$ cat src/verilog/ctrl_pkg.sv
package ctrl_pkg;

	////////////////////////////////////////////////////////////////////////////
	// instruction encodings

	// major opcode, insn[31:26]
	typedef enum logic [5:0] {
		OP_J       = 6'h00,
		OP_JAL     = 6'h01,
		OP_BNF     = 6'h03,
		OP_BF      = 6'h04,
		OP_NOP     = 6'h05,
		OP_MOVHI   = 6'h06,
		OP_XSYNC   = 6'h08,
		OP_RFE     = 6'h09,
		OP_JR      = 6'h11,
		OP_JALR    = 6'h12,
		OP_LWZ     = 6'h21,
		OP_LWS     = 6'h22,
		OP_LBZ     = 6'h23,
		OP_LBS     = 6'h24,
		OP_LHZ     = 6'h25,
		OP_LHS     = 6'h26,
		OP_ADDI    = 6'h27,
		OP_ADDIC   = 6'h28,
		OP_ANDI    = 6'h29,
		OP_ORI     = 6'h2a,
		OP_XORI    = 6'h2b,
		OP_MULI    = 6'h2c,
		OP_MFSPR   = 6'h2d,
		OP_SH_ROTI = 6'h2e,
		OP_SFXXI   = 6'h2f,
		OP_MTSPR   = 6'h30,
		OP_SW      = 6'h35,
		OP_SB      = 6'h36,
		OP_SH      = 6'h37,
		OP_ALU     = 6'h38,
		OP_SFXX    = 6'h39
	} opcode_e;

	typedef enum logic [2:0] {
		BR_NOP = 3'd0,
		BR_J   = 3'd1,
		BR_JR  = 3'd2,
		BR_BNF = 3'd3,
		BR_BF  = 3'd4,
		BR_RFE = 3'd5
	} branch_op_e;

	// alu op, low nibble matches the ALU function field
	typedef enum logic [4:0] {
		ALU_ADD   = 5'd0,
		ALU_ADDC  = 5'd1,
		ALU_SUB   = 5'd2,
		ALU_AND   = 5'd3,
		ALU_OR    = 5'd4,
		ALU_XOR   = 5'd5,
		ALU_MUL   = 5'd6,
		ALU_SHROT = 5'd8,
		ALU_DIV   = 5'd9,
		ALU_DIVU  = 5'd10,
		ALU_MULU  = 5'd11,
		ALU_MOVHI = 5'd12,
		ALU_COMP  = 5'd13,
		ALU_NOP   = 5'd15
	} alu_op_e;

	// write-back source mux
	typedef enum logic [2:0] {
		RFWB_ALU  = 3'd0,
		RFWB_LR   = 3'd1,
		RFWB_SPRS = 3'd2,
		RFWB_LSU  = 3'd3
	} rfwb_src_e;

	typedef struct packed {
		rfwb_src_e src;
		logic      we;
	} rfwb_op_t;

	typedef enum logic [3:0] {
		LSU_NOP = 4'd0,
		LSU_LBZ = 4'd2,
		LSU_LBS = 4'd3,
		LSU_LHZ = 4'd4,
		LSU_LHS = 4'd5,
		LSU_LWZ = 4'd6,
		LSU_LWS = 4'd7,
		LSU_SB  = 4'd8,
		LSU_SH  = 4'd10,
		LSU_SW  = 4'd12
	} lsu_op_e;

	// operand source select
	typedef enum logic [1:0] {
		SEL_RF      = 2'd0,
		SEL_IMM     = 2'd1,
		SEL_EX_FORW = 2'd2,
		SEL_WB_FORW = 2'd3
	} sel_e;

	localparam int REG_ADDR_W = 5;
	typedef logic [REG_ADDR_W-1:0] reg_addr_t;

	// r9 holds the return address
	localparam reg_addr_t LINK_REG = 5'd9;

	// bubble word, NOP opcode with bit 16 set
	localparam logic [31:0] NOP_INSN = 32'h1541_0000;

	////////////////////////////////////////////////////////////////////////////
	// stage payloads

	typedef struct packed {
		logic [31:0] insn;
		branch_op_e  branch_op;
		alu_op_e     alu_op;
		logic [3:0]  alu_op2;
		logic [3:0]  comp_op;
		rfwb_op_t    rfwb_op;
		reg_addr_t   rf_addrw;
		logic        spr_read;
		logic        spr_write;
		logic        illegal;
		logic        syscall;
		logic        trap;
		logic [31:0] simm;
		logic [31:2] branch_target;
	} ex_ctrl_t;

	localparam ex_ctrl_t EX_BUBBLE = '{
		insn:      NOP_INSN,
		branch_op: BR_NOP,
		alu_op:    ALU_NOP,
		rfwb_op:   '{src: RFWB_ALU, we: 1'b0},
		default:   '0
	};

	typedef struct packed {
		logic [31:0] insn;
		reg_addr_t   rf_addrw;
	} wb_ctrl_t;

	localparam wb_ctrl_t WB_RESET = '{insn: NOP_INSN, rf_addrw: '0};

	////////////////////////////////////////////////////////////////////////////
	// helpers shared by the IF and ID decoders

	function automatic branch_op_e branch_op_of(logic [31:0] insn);
		case (insn[31:26])
			OP_J, OP_JAL:   return BR_J;
			OP_JR, OP_JALR: return BR_JR;
			OP_BNF:         return BR_BNF;
			OP_BF:          return BR_BF;
			OP_RFE:         return BR_RFE;
			default:        return BR_NOP;
		endcase
	endfunction

	// filler nop, marks a void slot
	function automatic logic is_void(logic [31:0] insn);
		return (insn[31:26] == OP_NOP) && insn[16];
	endfunction

endpackage
$ cat src/verilog/ctrl_top.sv
`timescale 1ns/1ns

module ctrl_top #(
	parameter bit IMPL_MUL = 1'b1
) (
	input  logic                  clk,
	input  logic                  rst,
	input  logic [31:0]           if_insn,
	input  logic [31:0]           id_pc,
	input  logic                  id_freeze,
	input  logic                  ex_freeze,
	input  logic                  wb_freeze,
	input  logic                  except_flushpipe,
	input  logic                  extend_flush,
	input  logic                  pc_we,
	input  logic                  du_flush_pipe,
	input  logic                  ex_branch_taken,
	input  logic                  wbforw_valid,
	input  logic                  du_hwbkpt,
	input  logic                  abort_mvspr,
	output logic                  flushpipe,
	output logic [31:0]           id_insn,
	output logic [31:0]           ex_insn,
	output logic [31:0]           wb_insn,
	output ctrl_pkg::branch_op_e  id_branch_op,
	output ctrl_pkg::branch_op_e  ex_branch_op,
	output logic [31:2]           ex_branch_addrtarget,
	output ctrl_pkg::reg_addr_t   rf_addra,
	output ctrl_pkg::reg_addr_t   rf_addrb,
	output logic                  rf_rda,
	output logic                  rf_rdb,
	output ctrl_pkg::reg_addr_t   rf_addrw,
	output ctrl_pkg::rfwb_op_t    rfwb_op,
	output ctrl_pkg::alu_op_e     alu_op,
	output logic [3:0]            alu_op2,
	output logic [3:0]            comp_op,
	output logic [31:0]           id_simm,
	output logic [31:0]           ex_simm,
	output ctrl_pkg::sel_e        sel_a,
	output ctrl_pkg::sel_e        sel_b,
	output ctrl_pkg::lsu_op_e     id_lsu_op,
	output logic                  except_illegal,
	output logic                  sig_syscall,
	output logic                  sig_trap,
	output logic                  ex_spr_read,
	output logic                  ex_spr_write,
	output logic                  id_void,
	output logic                  ex_void,
	output logic                  no_more_dslot,
	output logic                  rfe,
	output logic                  ex_dslot_dsi,
	output logic                  ex_dslot_nop
);
	import ctrl_pkg::*;

	ex_ctrl_t id_ctrl;
	ex_ctrl_t ex_ctrl;
	wb_ctrl_t wb_d;
	wb_ctrl_t wb_ctrl;
	logic     sel_imm;

	////////////////////////////////////////////////////////////////////////////
	// IF -> ID, decode

	id_stage id_stage_i (
		.clk, .rst, .if_insn, .id_freeze,
		.except_flushpipe, .extend_flush, .pc_we, .du_flush_pipe,
		.flushpipe, .id_insn, .id_branch_op, .sel_imm,
		.rf_addra, .rf_addrb, .rf_rda, .rf_rdb
	);

	id_decode #(.IMPL_MUL(IMPL_MUL)) id_decode_i (
		.id_insn, .id_pc, .du_hwbkpt, .id_ctrl, .id_lsu_op, .id_void
	);

	assign id_simm = id_ctrl.simm;

	// forwarding compares against the destinations one and two stages ahead
	operand_forward operand_forward_i (
		.id_insn, .sel_imm,
		.ex_rf_addrw(ex_ctrl.rf_addrw), .ex_rf_we(ex_ctrl.rfwb_op.we),
		.wb_rf_addrw(wb_ctrl.rf_addrw), .wbforw_valid,
		.sel_a, .sel_b
	);

	////////////////////////////////////////////////////////////////////////////
	// ID -> EX -> WB

	stage_reg #(.payload_t(ex_ctrl_t), .BUBBLE(EX_BUBBLE)) ex_reg (
		.clk, .rst, .freeze(ex_freeze), .upstream_freeze(id_freeze),
		.flush(flushpipe), .d(id_ctrl), .q(ex_ctrl)
	);

	// WB keeps the insn through exceptions, no flush here
	assign wb_d = '{insn: ex_ctrl.insn, rf_addrw: ex_ctrl.rf_addrw};

	stage_reg #(.payload_t(wb_ctrl_t), .BUBBLE(WB_RESET)) wb_reg (
		.clk, .rst, .freeze(wb_freeze), .upstream_freeze(1'b0),
		.flush(1'b0), .d(wb_d), .q(wb_ctrl)
	);

	branch_status branch_status_i (
		.clk, .rst, .ex_freeze, .id_void, .id_branch_op,
		.ex_branch_op(ex_ctrl.branch_op), .ex_branch_taken,
		.no_more_dslot, .rfe, .ex_dslot_dsi, .ex_dslot_nop
	);

	// EX outputs
	assign ex_insn = ex_ctrl.insn;
	assign ex_branch_op = ex_ctrl.branch_op;
	assign ex_branch_addrtarget = ex_ctrl.branch_target;
	assign rf_addrw = ex_ctrl.rf_addrw;
	assign rfwb_op = ex_ctrl.rfwb_op;
	assign alu_op = ex_ctrl.alu_op;
	assign alu_op2 = ex_ctrl.alu_op2;
	assign comp_op = ex_ctrl.comp_op;
	assign ex_simm = ex_ctrl.simm;
	assign except_illegal = ex_ctrl.illegal;
	assign sig_syscall = ex_ctrl.syscall;
	assign sig_trap = ex_ctrl.trap;
	assign ex_void = is_void(ex_ctrl.insn);
	// aborted move to/from spr must not touch the spr bus
	assign ex_spr_read = ex_ctrl.spr_read && !abort_mvspr;
	assign ex_spr_write = ex_ctrl.spr_write && !abort_mvspr;

	assign wb_insn = wb_ctrl.insn;

endmodule

$ cat src/verilog/branch_status.sv
`timescale 1ns/1ns

module branch_status (
	input  logic                  clk,
	input  logic                  rst,
	input  logic                  ex_freeze,
	input  logic                  id_void,
	input  ctrl_pkg::branch_op_e  id_branch_op,
	input  ctrl_pkg::branch_op_e  ex_branch_op,
	input  logic                  ex_branch_taken,
	output logic                  no_more_dslot,
	output logic                  rfe,
	output logic                  ex_dslot_dsi,
	output logic                  ex_dslot_nop
);
	import ctrl_pkg::*;

	logic jump_taken;

	// real jump or branch resolved taken, rfe has no delay slot
	assign jump_taken = ex_branch_taken && (ex_branch_op != BR_NOP) &&
		(ex_branch_op != BR_RFE);

	////////////////////////////////////////////////////////////////////////////
	// delay slot tracker
	// dsi  delay slot insn sits in EX
	// nop  filler nop in EX, delay slot insn still to come

	always_ff @(posedge clk) begin
		if (rst) begin
			ex_dslot_dsi <= 1'b0;
			ex_dslot_nop <= 1'b0;
		end else if (!ex_freeze) begin
			if (ex_dslot_nop && !ex_dslot_dsi) begin
				// waiting on the slot, it arrives once ID is real
				ex_dslot_nop <= id_void;
				ex_dslot_dsi <= !id_void;
			end else if (ex_dslot_dsi && !ex_dslot_nop) begin
				ex_dslot_nop <= 1'b0;
				ex_dslot_dsi <= 1'b0;
			end else begin
				ex_dslot_nop <= jump_taken && id_void;
				ex_dslot_dsi <= jump_taken && !id_void;
			end
		end
	end

	// slot already fetched, front end must not fetch another
	assign no_more_dslot = (ex_branch_op != BR_NOP && ex_branch_taken && !id_void) ||
		(ex_branch_op == BR_RFE);

	assign rfe = (id_branch_op == BR_RFE) || (ex_branch_op == BR_RFE);

	// delay slot occupies EX for one advance only
	assert property (@(posedge clk) disable iff (rst)
		(ex_dslot_dsi && !ex_dslot_nop && !ex_freeze) |=> (!ex_dslot_dsi && !ex_dslot_nop));

endmodule

$ cat src/verilog/operand_forward.sv
`timescale 1ns/1ns

module operand_forward (
	input  logic [31:0]          id_insn,
	input  logic                 sel_imm,
	input  ctrl_pkg::reg_addr_t  ex_rf_addrw,
	input  logic                 ex_rf_we,
	input  ctrl_pkg::reg_addr_t  wb_rf_addrw,
	input  logic                 wbforw_valid,
	output ctrl_pkg::sel_e       sel_a,
	output ctrl_pkg::sel_e       sel_b
);
	import ctrl_pkg::*;

	// youngest producer wins, EX before WB
	function automatic sel_e fwd_sel(reg_addr_t src);
		if ((src == ex_rf_addrw) && ex_rf_we)
			return SEL_EX_FORW;
		else if ((src == wb_rf_addrw) && wbforw_valid)
			return SEL_WB_FORW;
		else
			return SEL_RF;
	endfunction

	assign sel_a = fwd_sel(id_insn[20:16]);

	// immediate overrides any hazard on rB
	assign sel_b = sel_imm ? SEL_IMM : fwd_sel(id_insn[15:11]);

endmodule

$ cat src/verilog/stage_reg.sv
`timescale 1ns/1ns

module stage_reg #(
	parameter type payload_t = logic [31:0],
	parameter payload_t BUBBLE = '0
) (
	input  logic     clk,
	input  logic     rst,
	input  logic     freeze,
	input  logic     upstream_freeze,
	input  logic     flush,
	input  payload_t d,
	output payload_t q
);

	logic bubble;

	// stage moves on but upstream is stuck, so a hole enters
	assign bubble = flush || (!freeze && upstream_freeze);

	always_ff @(posedge clk) begin
		if (rst || bubble) begin
			q <= BUBBLE;
		end else if (!freeze) begin
			q <= d;
		end
	end

	// no payload survives a bubble cycle
	assert property (@(posedge clk) disable iff (rst)
		bubble |=> (q == BUBBLE));

endmodule

$ cat src/verilog/id_decode.sv
`timescale 1ns/1ns

module id_decode #(
	parameter bit IMPL_MUL = 1'b1
) (
	input  logic [31:0]         id_insn,
	input  logic [31:0]         id_pc,
	input  logic                du_hwbkpt,
	output ctrl_pkg::ex_ctrl_t  id_ctrl,
	output ctrl_pkg::lsu_op_e   id_lsu_op,
	output logic                id_void
);
	import ctrl_pkg::*;

	localparam rfwb_op_t WB_ALU = '{src: RFWB_ALU, we: 1'b1};

	opcode_e     op;
	logic [4:0]  alu_fn;
	logic [31:0] sext16;
	logic        mul_fn;
	logic        div_fn;

	assign op = opcode_e'(id_insn[31:26]);
	assign alu_fn = id_insn[4:0];
	assign sext16 = {{16{id_insn[15]}}, id_insn[15:0]};
	// register-register mul/div functions
	assign mul_fn = (alu_fn == ALU_MUL) || (alu_fn == ALU_MULU);
	assign div_fn = (alu_fn == ALU_DIV) || (alu_fn == ALU_DIVU);

	assign id_void = is_void(id_insn);

	////////////////////////////////////////////////////////////////////////////
	// EX control word

	always_comb begin
		id_ctrl = EX_BUBBLE;
		id_ctrl.insn = id_insn;
		id_ctrl.branch_op = branch_op_of(id_insn);
		id_ctrl.alu_op2 = id_insn[9:6];
		id_ctrl.comp_op = id_insn[24:21];
		id_ctrl.rf_addrw = id_insn[25:21];
		id_ctrl.spr_read = (op == OP_MFSPR);
		id_ctrl.spr_write = (op == OP_MTSPR);
		// l.sys and l.trap share the XSYNC opcode
		id_ctrl.syscall = (id_insn[31:23] == {OP_XSYNC, 3'b000});
		id_ctrl.trap = (id_insn[31:23] == {OP_XSYNC, 3'b010}) || du_hwbkpt;
		// 26-bit word offset, pc relative
		id_ctrl.branch_target = {{4{id_insn[25]}}, id_insn[25:0]} + id_pc[31:2];
		// zero extension unless overridden below
		id_ctrl.simm = {16'b0, id_insn[15:0]};

		case (op)
			OP_J, OP_JR, OP_BNF, OP_BF, OP_RFE, OP_XSYNC, OP_NOP:
				id_ctrl.illegal = 1'b0;
			OP_JAL, OP_JALR: begin
				id_ctrl.rfwb_op = '{src: RFWB_LR, we: 1'b1};
				id_ctrl.rf_addrw = LINK_REG;
			end
			OP_MOVHI: begin
				id_ctrl.alu_op = ALU_MOVHI;
				id_ctrl.rfwb_op = WB_ALU;
			end
			OP_MFSPR:
				id_ctrl.rfwb_op = '{src: RFWB_SPRS, we: 1'b1};
			// spr number split around the rD field
			OP_MTSPR:
				id_ctrl.simm = {16'b0, id_insn[25:21], id_insn[10:0]};
			OP_LWZ, OP_LWS, OP_LBZ, OP_LBS, OP_LHZ, OP_LHS: begin
				id_ctrl.simm = sext16;
				id_ctrl.rfwb_op = '{src: RFWB_LSU, we: 1'b1};
			end
			// store offset uses the same split field, signed
			OP_SW, OP_SB, OP_SH:
				id_ctrl.simm = {{16{id_insn[25]}}, id_insn[25:21], id_insn[10:0]};
			OP_ADDI, OP_ADDIC, OP_XORI, OP_MULI: begin
				id_ctrl.simm = sext16;
				id_ctrl.rfwb_op = WB_ALU;
				case (op)
					OP_ADDI:  id_ctrl.alu_op = ALU_ADD;
					OP_ADDIC: id_ctrl.alu_op = ALU_ADDC;
					OP_XORI:  id_ctrl.alu_op = ALU_XOR;
					default:  id_ctrl.alu_op = ALU_MUL;
				endcase
				id_ctrl.illegal = (op == OP_MULI) && !IMPL_MUL;
			end
			OP_ANDI, OP_ORI, OP_SH_ROTI: begin
				id_ctrl.rfwb_op = WB_ALU;
				case (op)
					OP_ANDI: id_ctrl.alu_op = ALU_AND;
					OP_ORI:  id_ctrl.alu_op = ALU_OR;
					default: id_ctrl.alu_op = ALU_SHROT;
				endcase
			end
			OP_SFXXI: begin
				id_ctrl.simm = sext16;
				id_ctrl.alu_op = ALU_COMP;
			end
			OP_SFXX:
				id_ctrl.alu_op = ALU_COMP;
			OP_ALU: begin
				id_ctrl.alu_op = alu_op_e'({1'b0, id_insn[3:0]});
				id_ctrl.rfwb_op = WB_ALU;
				// no divider, multiplier optional
				id_ctrl.illegal = div_fn || (mul_fn && !IMPL_MUL);
			end
			// mac, fpu, custom and undefined opcodes
			default:
				id_ctrl.illegal = 1'b1;
		endcase
	end

	// lsu op goes out straight from ID
	always_comb begin
		case (op)
			OP_LWZ:  id_lsu_op = LSU_LWZ;
			OP_LWS:  id_lsu_op = LSU_LWS;
			OP_LBZ:  id_lsu_op = LSU_LBZ;
			OP_LBS:  id_lsu_op = LSU_LBS;
			OP_LHZ:  id_lsu_op = LSU_LHZ;
			OP_LHS:  id_lsu_op = LSU_LHS;
			OP_SW:   id_lsu_op = LSU_SW;
			OP_SB:   id_lsu_op = LSU_SB;
			OP_SH:   id_lsu_op = LSU_SH;
			default: id_lsu_op = LSU_NOP;
		endcase
	end

endmodule

$ cat src/verilog/id_stage.sv
`timescale 1ns/1ns

module id_stage (
	input  logic                  clk,
	input  logic                  rst,
	input  logic [31:0]           if_insn,
	input  logic                  id_freeze,
	input  logic                  except_flushpipe,
	input  logic                  extend_flush,
	input  logic                  pc_we,
	input  logic                  du_flush_pipe,
	output logic                  flushpipe,
	output logic [31:0]           id_insn,
	output ctrl_pkg::branch_op_e  id_branch_op,
	output logic                  sel_imm,
	output ctrl_pkg::reg_addr_t   rf_addra,
	output ctrl_pkg::reg_addr_t   rf_addrb,
	output logic                  rf_rda,
	output logic                  rf_rdb
);
	import ctrl_pkg::*;

	logic if_sel_imm;

	// any redirect or exception empties the front of the pipe
	assign flushpipe = except_flushpipe | extend_flush | pc_we | du_flush_pipe;

	// register file is read from the fetched word, data lands in ID
	assign rf_addra = if_insn[20:16];
	assign rf_addrb = if_insn[15:11];
	assign rf_rda = if_insn[31];
	assign rf_rdb = if_insn[30];

	// operand b from the immediate field
	always_comb begin
		case (if_insn[31:26])
			OP_JALR, OP_JR, OP_RFE, OP_MFSPR, OP_MTSPR, OP_XSYNC,
			OP_SW, OP_SB, OP_SH, OP_ALU, OP_SFXX, OP_NOP:
				if_sel_imm = 1'b0;
			default:
				if_sel_imm = 1'b1;
		endcase
	end

	////////////////////////////////////////////////////////////////////////////
	// IF -> ID latch

	always_ff @(posedge clk) begin
		if (rst || flushpipe) begin
			id_insn <= NOP_INSN;
			id_branch_op <= BR_NOP;
			sel_imm <= 1'b0;
		end else if (!id_freeze) begin
			id_insn <= if_insn;
			// branch op predecoded here, ready for EX one cycle early
			id_branch_op <= branch_op_of(if_insn);
			sel_imm <= if_sel_imm;
		end
	end

	// flushed ID slot carries a void nop and no branch
	assert property (@(posedge clk) disable iff (rst)
		flushpipe |=> (id_insn == NOP_INSN) && (id_branch_op == BR_NOP) && !sel_imm);

endmodule

$ cat config.mk
export PLATFORM = sky130hd
export DESIGN_NAME = ctrl_top
export DESIGN_NICKNAME = d
export VERILOG_FILES = /design/src/verilog/ctrl_pkg.sv /design/src/verilog/ctrl_top.sv /design/src/verilog/branch_status.sv /design/src/verilog/operand_forward.sv /design/src/verilog/stage_reg.sv /design/src/verilog/id_decode.sv /design/src/verilog/id_stage.sv
export SDC_FILE = /design/constraint.sdc
export NUM_CORES = 1
export LEC_CHECK = 0
export BUFFER_PORTS_ARGS = -buffer_cell sky130_fd_sc_hd__buf_2
export CORE_ASPECT_RATIO = 1.4
export CORE_MARGIN = 5
export CORE_UTILIZATION = 40
export CTS_CLUSTER_DIAMETER = 50
export DETAILED_ROUTE_END_ITERATION = 7
export MAX_ROUTING_LAYER = met4
export PLACE_DENSITY = 0.7
export SLEW_MARGIN = 20
export SYNTH_ARGS = -nofsm -noshare
export SYNTH_HDL_FRONTEND = slang
export SYNTH_SLANG_ARGS = --single-unit
$ cat constraint.sdc
create_clock -name clk -period 3.15 [get_ports clk]
set_clock_uncertainty 0.2 [all_clocks]
set_input_delay 0 -clock clk [delete_from_list [all_inputs] [get_ports clk]]
set_output_delay 0 -clock clk [all_outputs]
set_load 0.01 [all_outputs]
# Word-level counts from Yosys, hierarchy flattened
# Cells that the tools add are included.
[classes]
div = 0
mux = 20
n_reduce_logical = 45
order_cmp = 0
addsub = 1
n_mul = 0
shifts = 0
bitwise_logic = 3
eq_ne = 57
[ops]
columns = ["cell", "n"]
rows = [
  ["$eq A6 B6 Y1 const B", 28],
  ["$pmux W32 S3", 1],
  ["$eq A6 B3 Y1 const B", 6],
  ["$pmux W4 S9", 1],
  ["$add A30 B30 Y30", 1],
  ["$pmux W3 S5", 2],
  ["$reduce_or A30 Y1", 1],
  ["$pmux W5 S5", 1],
  ["$eq A6 B4 Y1 const B", 4],
  ["$eq A6 B5 Y1 const B", 4],
  ["$eq A5 B5 Y1", 4],
  ["$eq A9 B7 Y1 const B", 2],
  ["$logic_and A1 B1 Y1", 16],
  ["$eq A6 B1 Y1 const B", 2],
  ["$eq A6 B2 Y1 const B", 2],
  ["$logic_not A6 Y1", 2],
  ["$pmux W3 S4", 1],
  ["$reduce_or A12 Y1", 1],
  ["$reduce_or A2 Y1", 6],
  ["$reduce_or A11 Y1", 1],
  ["$eq A5 B4 Y1 const B", 2],
  ["$mux W2", 5],
  ["$pmux W3 S3", 1],
  ["$reduce_or A9 Y1", 1],
  ["other kinds (13)", 31],
]
[totals]
latch_bits = 0
n_memories = 0
word_cells = 148
ff_bits = 199
mem_bits_rw = 0
output_inout_bits = 250
rom_bits = 0

# Longest topological paths before layout
[logic_depth]
ltp_word = 6
mapped_depth = 10

# Cells and area by module
# From an unflattened synthesis, not the netlist that was laid out.
[unflattened]
hier_cells = 1386
hier_area_um2 = 11528.6
[modules_own_cells]
columns = ["mod", "cells_per_inst", "area_per_inst_um2", "seq_area_each_um2", "n_inst"]
rows = [
  ["stage_reg at ex_reg", 551, 5003.5, 2482.4, 1],
  ["id_decode", 450, 2995.4, 0.0, 1],
  ["id_stage", 159, 1566.5, 720.7, 1],
  ["stage_reg at wb_reg", 166, 1487.7, 740.7, 1],
  ["operand_forward", 32, 261.5, 0.0, 1],
  ["branch_status", 23, 171.4, 40.0, 1],
  ["ctrl_top", 5, 42.5, 0.0, 1],
]

# Worst setup path before layout
# Ideal clock, no wire load.
[synth_path]
path_type = "reg-to-reg"
start = "register id_stage_i.id_insn[0]"
end = "register ex_reg.q[26] in the netlist's numbering"
required_time_ps = 2833
synth_period_minus_slack_ps = 2835
setup_ps = 117
setup_slack_ps = 315
path_stages_with_launch = 11
arrival_ps = 2518
path_cell_list = "dfxtp_1 ha_1 fa_1 a21oi_1 nor2b_1 a31oi_2 o21ai_2 a41oi_4 a211oi_1 or3_1 a32o_1"
[synth_via]
elab_chain_cells = 1
[synth_lines]
columns = ["item", "line_no", "rtl"]
rows = [
  ["start: declaration", "id_stage.sv:13", "output logic [31:0] id_insn,"],
  ["start signal: assignment", "id_stage.sv:54", "id_insn <= if_insn;"],
  ["$add A30 B30 Y30", "id_decode.sv:48", "id_ctrl.branch_target = {{4{id_insn[25]}}, id_insn[25:0]} + id_pc[31:2];"],
  ["end signal: assignment", "stage_reg.sv:23", "q <= BUBBLE;"],
  ["end signal: assignment", "stage_reg.sv:25", "q <= d;"],
  ["end: declaration", "stage_reg.sv:13", "output payload_t q"],
]
# No other way between the ends.
# A chain may end at the register's enable or synchronous reset.

# Worst setup path after layout
# Ends and elaborated chain as after synthesis.

==> results_dict.tcl <==
set metrics [dict create \
    status "complete, no violations" \
    cp_num_buf_inv 0 \
    worstHoldPathType "primary input to flop" \
    design_area_um2 11900 \
    timing.hold.ws_ns 0.0285 \
    dp_hpwl_mm 25.2 \
    drt-wirelength-per-cell_um 19.6 \
    min_period_over_period_pct 95.1 \
    async_flop_share_pct 0 \
    ys_seq_area_share_pct 33.0 \
    register_area_um2 3300 \
    p_per_area_nw_per_um2 387 \
    mostFrequentLayoutCells "320 x buf_2, 173 x nor2_1, 165 x dfxtp_1" \
    fin_setup_tns_ns 0 \
    root_buffer "clkbuf_16" \
    grt_max_degree 102 \
    finalNetCount 1508 \
    cellLeakagePower_nw 5.68 \
    firstDrtPassIters 5 \
    place_congestion 0.946 \
    drc 0 \
    die_area_um2 28300 \
    path_delay_family "compound AO/OA/AOI/OAI gates" \
    io_pins 327 \
    viasPerCell 5.17 \
    routed-via-count 8947 \
    area_growth_syn_to_layout_pct 18.7 \
    cts_sinks 165 \
    wl_mm 33.9 \
    worstSetupStartpointType "flop" \
    clk-insertion-delay-late_ns 0.43 \
    grt_pass1_vias 8729 \
    slowest_stage "fa_1" \
    synthSimpleGateAreaFrac_pct 16.5 \
    die_x_um 144 \
    yosysTopAreaCellShare_pct 33.0 \
    antenna_found_initial 1 \
    rsz0062_at_grt "false" \
    portBuffers 322 \
    slew_viol_final 0 \
    cts_tree "yes" \
    critPathKind "flop to flop" \
    hold_violations 0 \
    yosys_warnings 0 \
    synth_top_family_by_area "buffers and inverters" \
    ir_drop_uv 391 \
    synth_enable_flop_cells 0 \
    clk_pin_slew_ns 0.07 \
    yosys_most_used_dff "dfxtp_1" \
    grt_overflow 0 \
    critical_path_arrival_ns 3.12 \
    synth_top_area_cell "dfxtp_1" \
    grt_usage_pct 23.9 \
    synth_xor_xnor_area_share_pct 4.20 \
    synth_cell_type_count 72 \
    rows 68 \
    cts_buffer_depth 2 \
    netlist_area_um2 10000 \
    post_cts_buffers 0 \
    final_layout_size_suffix_gt1_share_pct 29.1 \
    start_util_pct 40.5 \
    numPlacedInstances 1620 \
    cp_data_required_time_ns 3.27 \
    min_period_ns 3.00 \
    synth_area_per_cell_um2 8.25 \
    multi_input_area_um2 4900 \
    cp_cell_sequence "ha_1, fa_1, a21oi_1, nor2b_1, a31oi_4, o21ai_2, a41oi_4, a211oi_1, or3_1, a32o_1" \
    htreeDepth 4 \
    setup_viol 0 \
    maxCapViolCount 0 \
    fillers 2446 \
    finalNonFillerCells 1729 \
    fp.dieH_um 197 \
    yosys-top-cells-area "dfxtp_1 33%, buf_4 15%, mux2i_1 10%, nor2_1 6.5%, a21oi_1 4.5%" \
    place_area_um2 10500 \
    cpPeakStageDelay_ns 0.42 \
    ant_nets 0 \
    synth-seq-cells 165 \
    slew_headroom_pct 52.5 \
    core_area_um2 24700 \
    tightestPinTransition_ns 0.712 \
    timing.fmax_mhz 334 \
    synth.mux.area_fraction_pct 10.8 \
    syn_inst 1213 \
    synth_compound_area_share_pct 13.5 \
    final_common_cell "buf_2" \
    synth_adder_area_share_pct 3.93 \
    post-route-util_pct 48.1 \
    grt_pass1_wl_mm 50.5 \
    drt_iter0_drc 616 \
    critPathMaxFanout 6 \
    endpoint_kind "flop" \
    cts_buffers 17 \
]
report_power, final:
part	internal (W)	switching, W
clock	0.00111	0.000887
combinational	0.000221	0.000270
sequential	0.00209	0.00000738
total	0.00343	0.00117
flip-flops by register name, indices dropped and copies added, names as in the netlist:
register / flops
id_stage_i.id_insn: 32
id_stage_i.sel_imm: 1
branch_status_i.ex_dslot_nop: 1
ex_reg.q: 90
id_stage_i.id_branch_op: 3
wb_reg.q: 37
branch_status_i.ex_dslot_dsi: 1
per-stage QoR:
step                setup WS [ns]  power [W]
global route               0.0286    0.00475
floorplan                   0.315    0.00243
global placement            0.140    0.00257
finish                      0.154    0.00459
CTS                        0.0631    0.00464
detailed placement          0.129    0.00257
path summary, 6_finish.rpt:
kind | slack, ns | depth (start not counted) | endpoint | from
max reg2reg | 0.15 | 10 | ex_reg.q[26]$_SDFFE_PP0N_ | id_stage_i.id_insn[0]$_SDFFE_PP0N_
min | 0.03 | 5 | ex_reg.q[8]$_SDFFE_PP0N_ | id_pc[10]
min reg2reg | 0.24 | 2 | ex_reg.q[25]$_SDFFE_PP0N_ | ex_reg.q[25]$_SDFFE_PP0N_
max | 0.15 | 10 | ex_reg.q[26]$_SDFFE_PP0N_ | id_stage_i.id_insn[0]$_SDFFE_PP0N_
area by class of cell:
type / count / area share, %
Inverter: 12 / 0.380
Tap cell: 315 / 3.32
Clock inverter: 10 / 0.833
Sequential cell: 165 / 27.8
Timing Repair Buffer: 435 / 22.5
Antenna cell: 1 / 0.0211
Clock buffer: 21 / 3.80
Multi-Input combinational cell: 770 / 41.3
timing repair:
action,4_1_cts,5_1_grt
hold buffers,76,1
setup endpoints to repair,0,3
resized for setup,0,1
hold endpoints to repair,100,4
cells in the mapped netlist, types with 3 or more instances:
| cell | count |
|---|---|
| buf_4 | 200 |
| nor2_1 | 173 |
| dfxtp_1 | 165 |
| mux2i_1 | 102 |
| a21oi_1 | 89 |
| nand2_1 | 85 |
| clkbuf_1 | 44 |
| o21ai_0 | 41 |
| ha_1 | 29 |
| xnor2_1 | 24 |
| xor2_1 | 24 |
| nand3_1 | 22 |
| buf_1 | 20 |
| nor2b_1 | 15 |
| a21o_1 | 14 |
| nor3_1 | 14 |
| inv_1 | 12 |
| nor4_1 | 11 |
| nand4_1 | 9 |
| o21ai_1 | 8 |
| a31oi_1 | 7 |
| nand2b_1 | 7 |
| a211o_1 | 5 |
| a211oi_1 | 5 |
| a22oi_1 | 5 |
| mux2_2 | 5 |
| o31ai_1 | 5 |
| or3_1 | 5 |
| a32o_1 | 4 |
| and3_1 | 4 |
| a2111oi_0 | 3 |
| o21a_1 | 3 |
| o221ai_1 | 3 |
| o22ai_1 | 3 |
worst register-to-register path, cell delays in order (launching register included):
cell      delay [ns]
dfxtp_1         0.31
ha_1            0.22
fa_1            0.43
a21oi_1         0.18
nor2b_1         0.10
a31oi_4         0.27
o21ai_2         0.12
a41oi_4         0.33
a211oi_1        0.14
or3_1           0.33
a32o_1          0.25
per-layer routing:
| layer | global-route usage (%) | vias to the layer above | wire, um |
|---|---|---|---|
| li1 | - | 4328 | - |
| met1 | 26.6 | 4239 | 13000 |
| met2 | 42.4 | 319 | 17900 |
| met3 | 3.58 | 61 | 1840 |
| met4 | 9.80 | 0 | 1180 |
| met5 | - | - | 0 |
logic make-up after synthesis:
family / count (synthesis)
simple gates: 366
buf+inv: 279
compound gates: 216
flops: 165
mux: 107
xor+xnor: 48
fa+ha+maj: 31
other cells: 1
No activity file was read; power rests on OpenSTA's default activity.
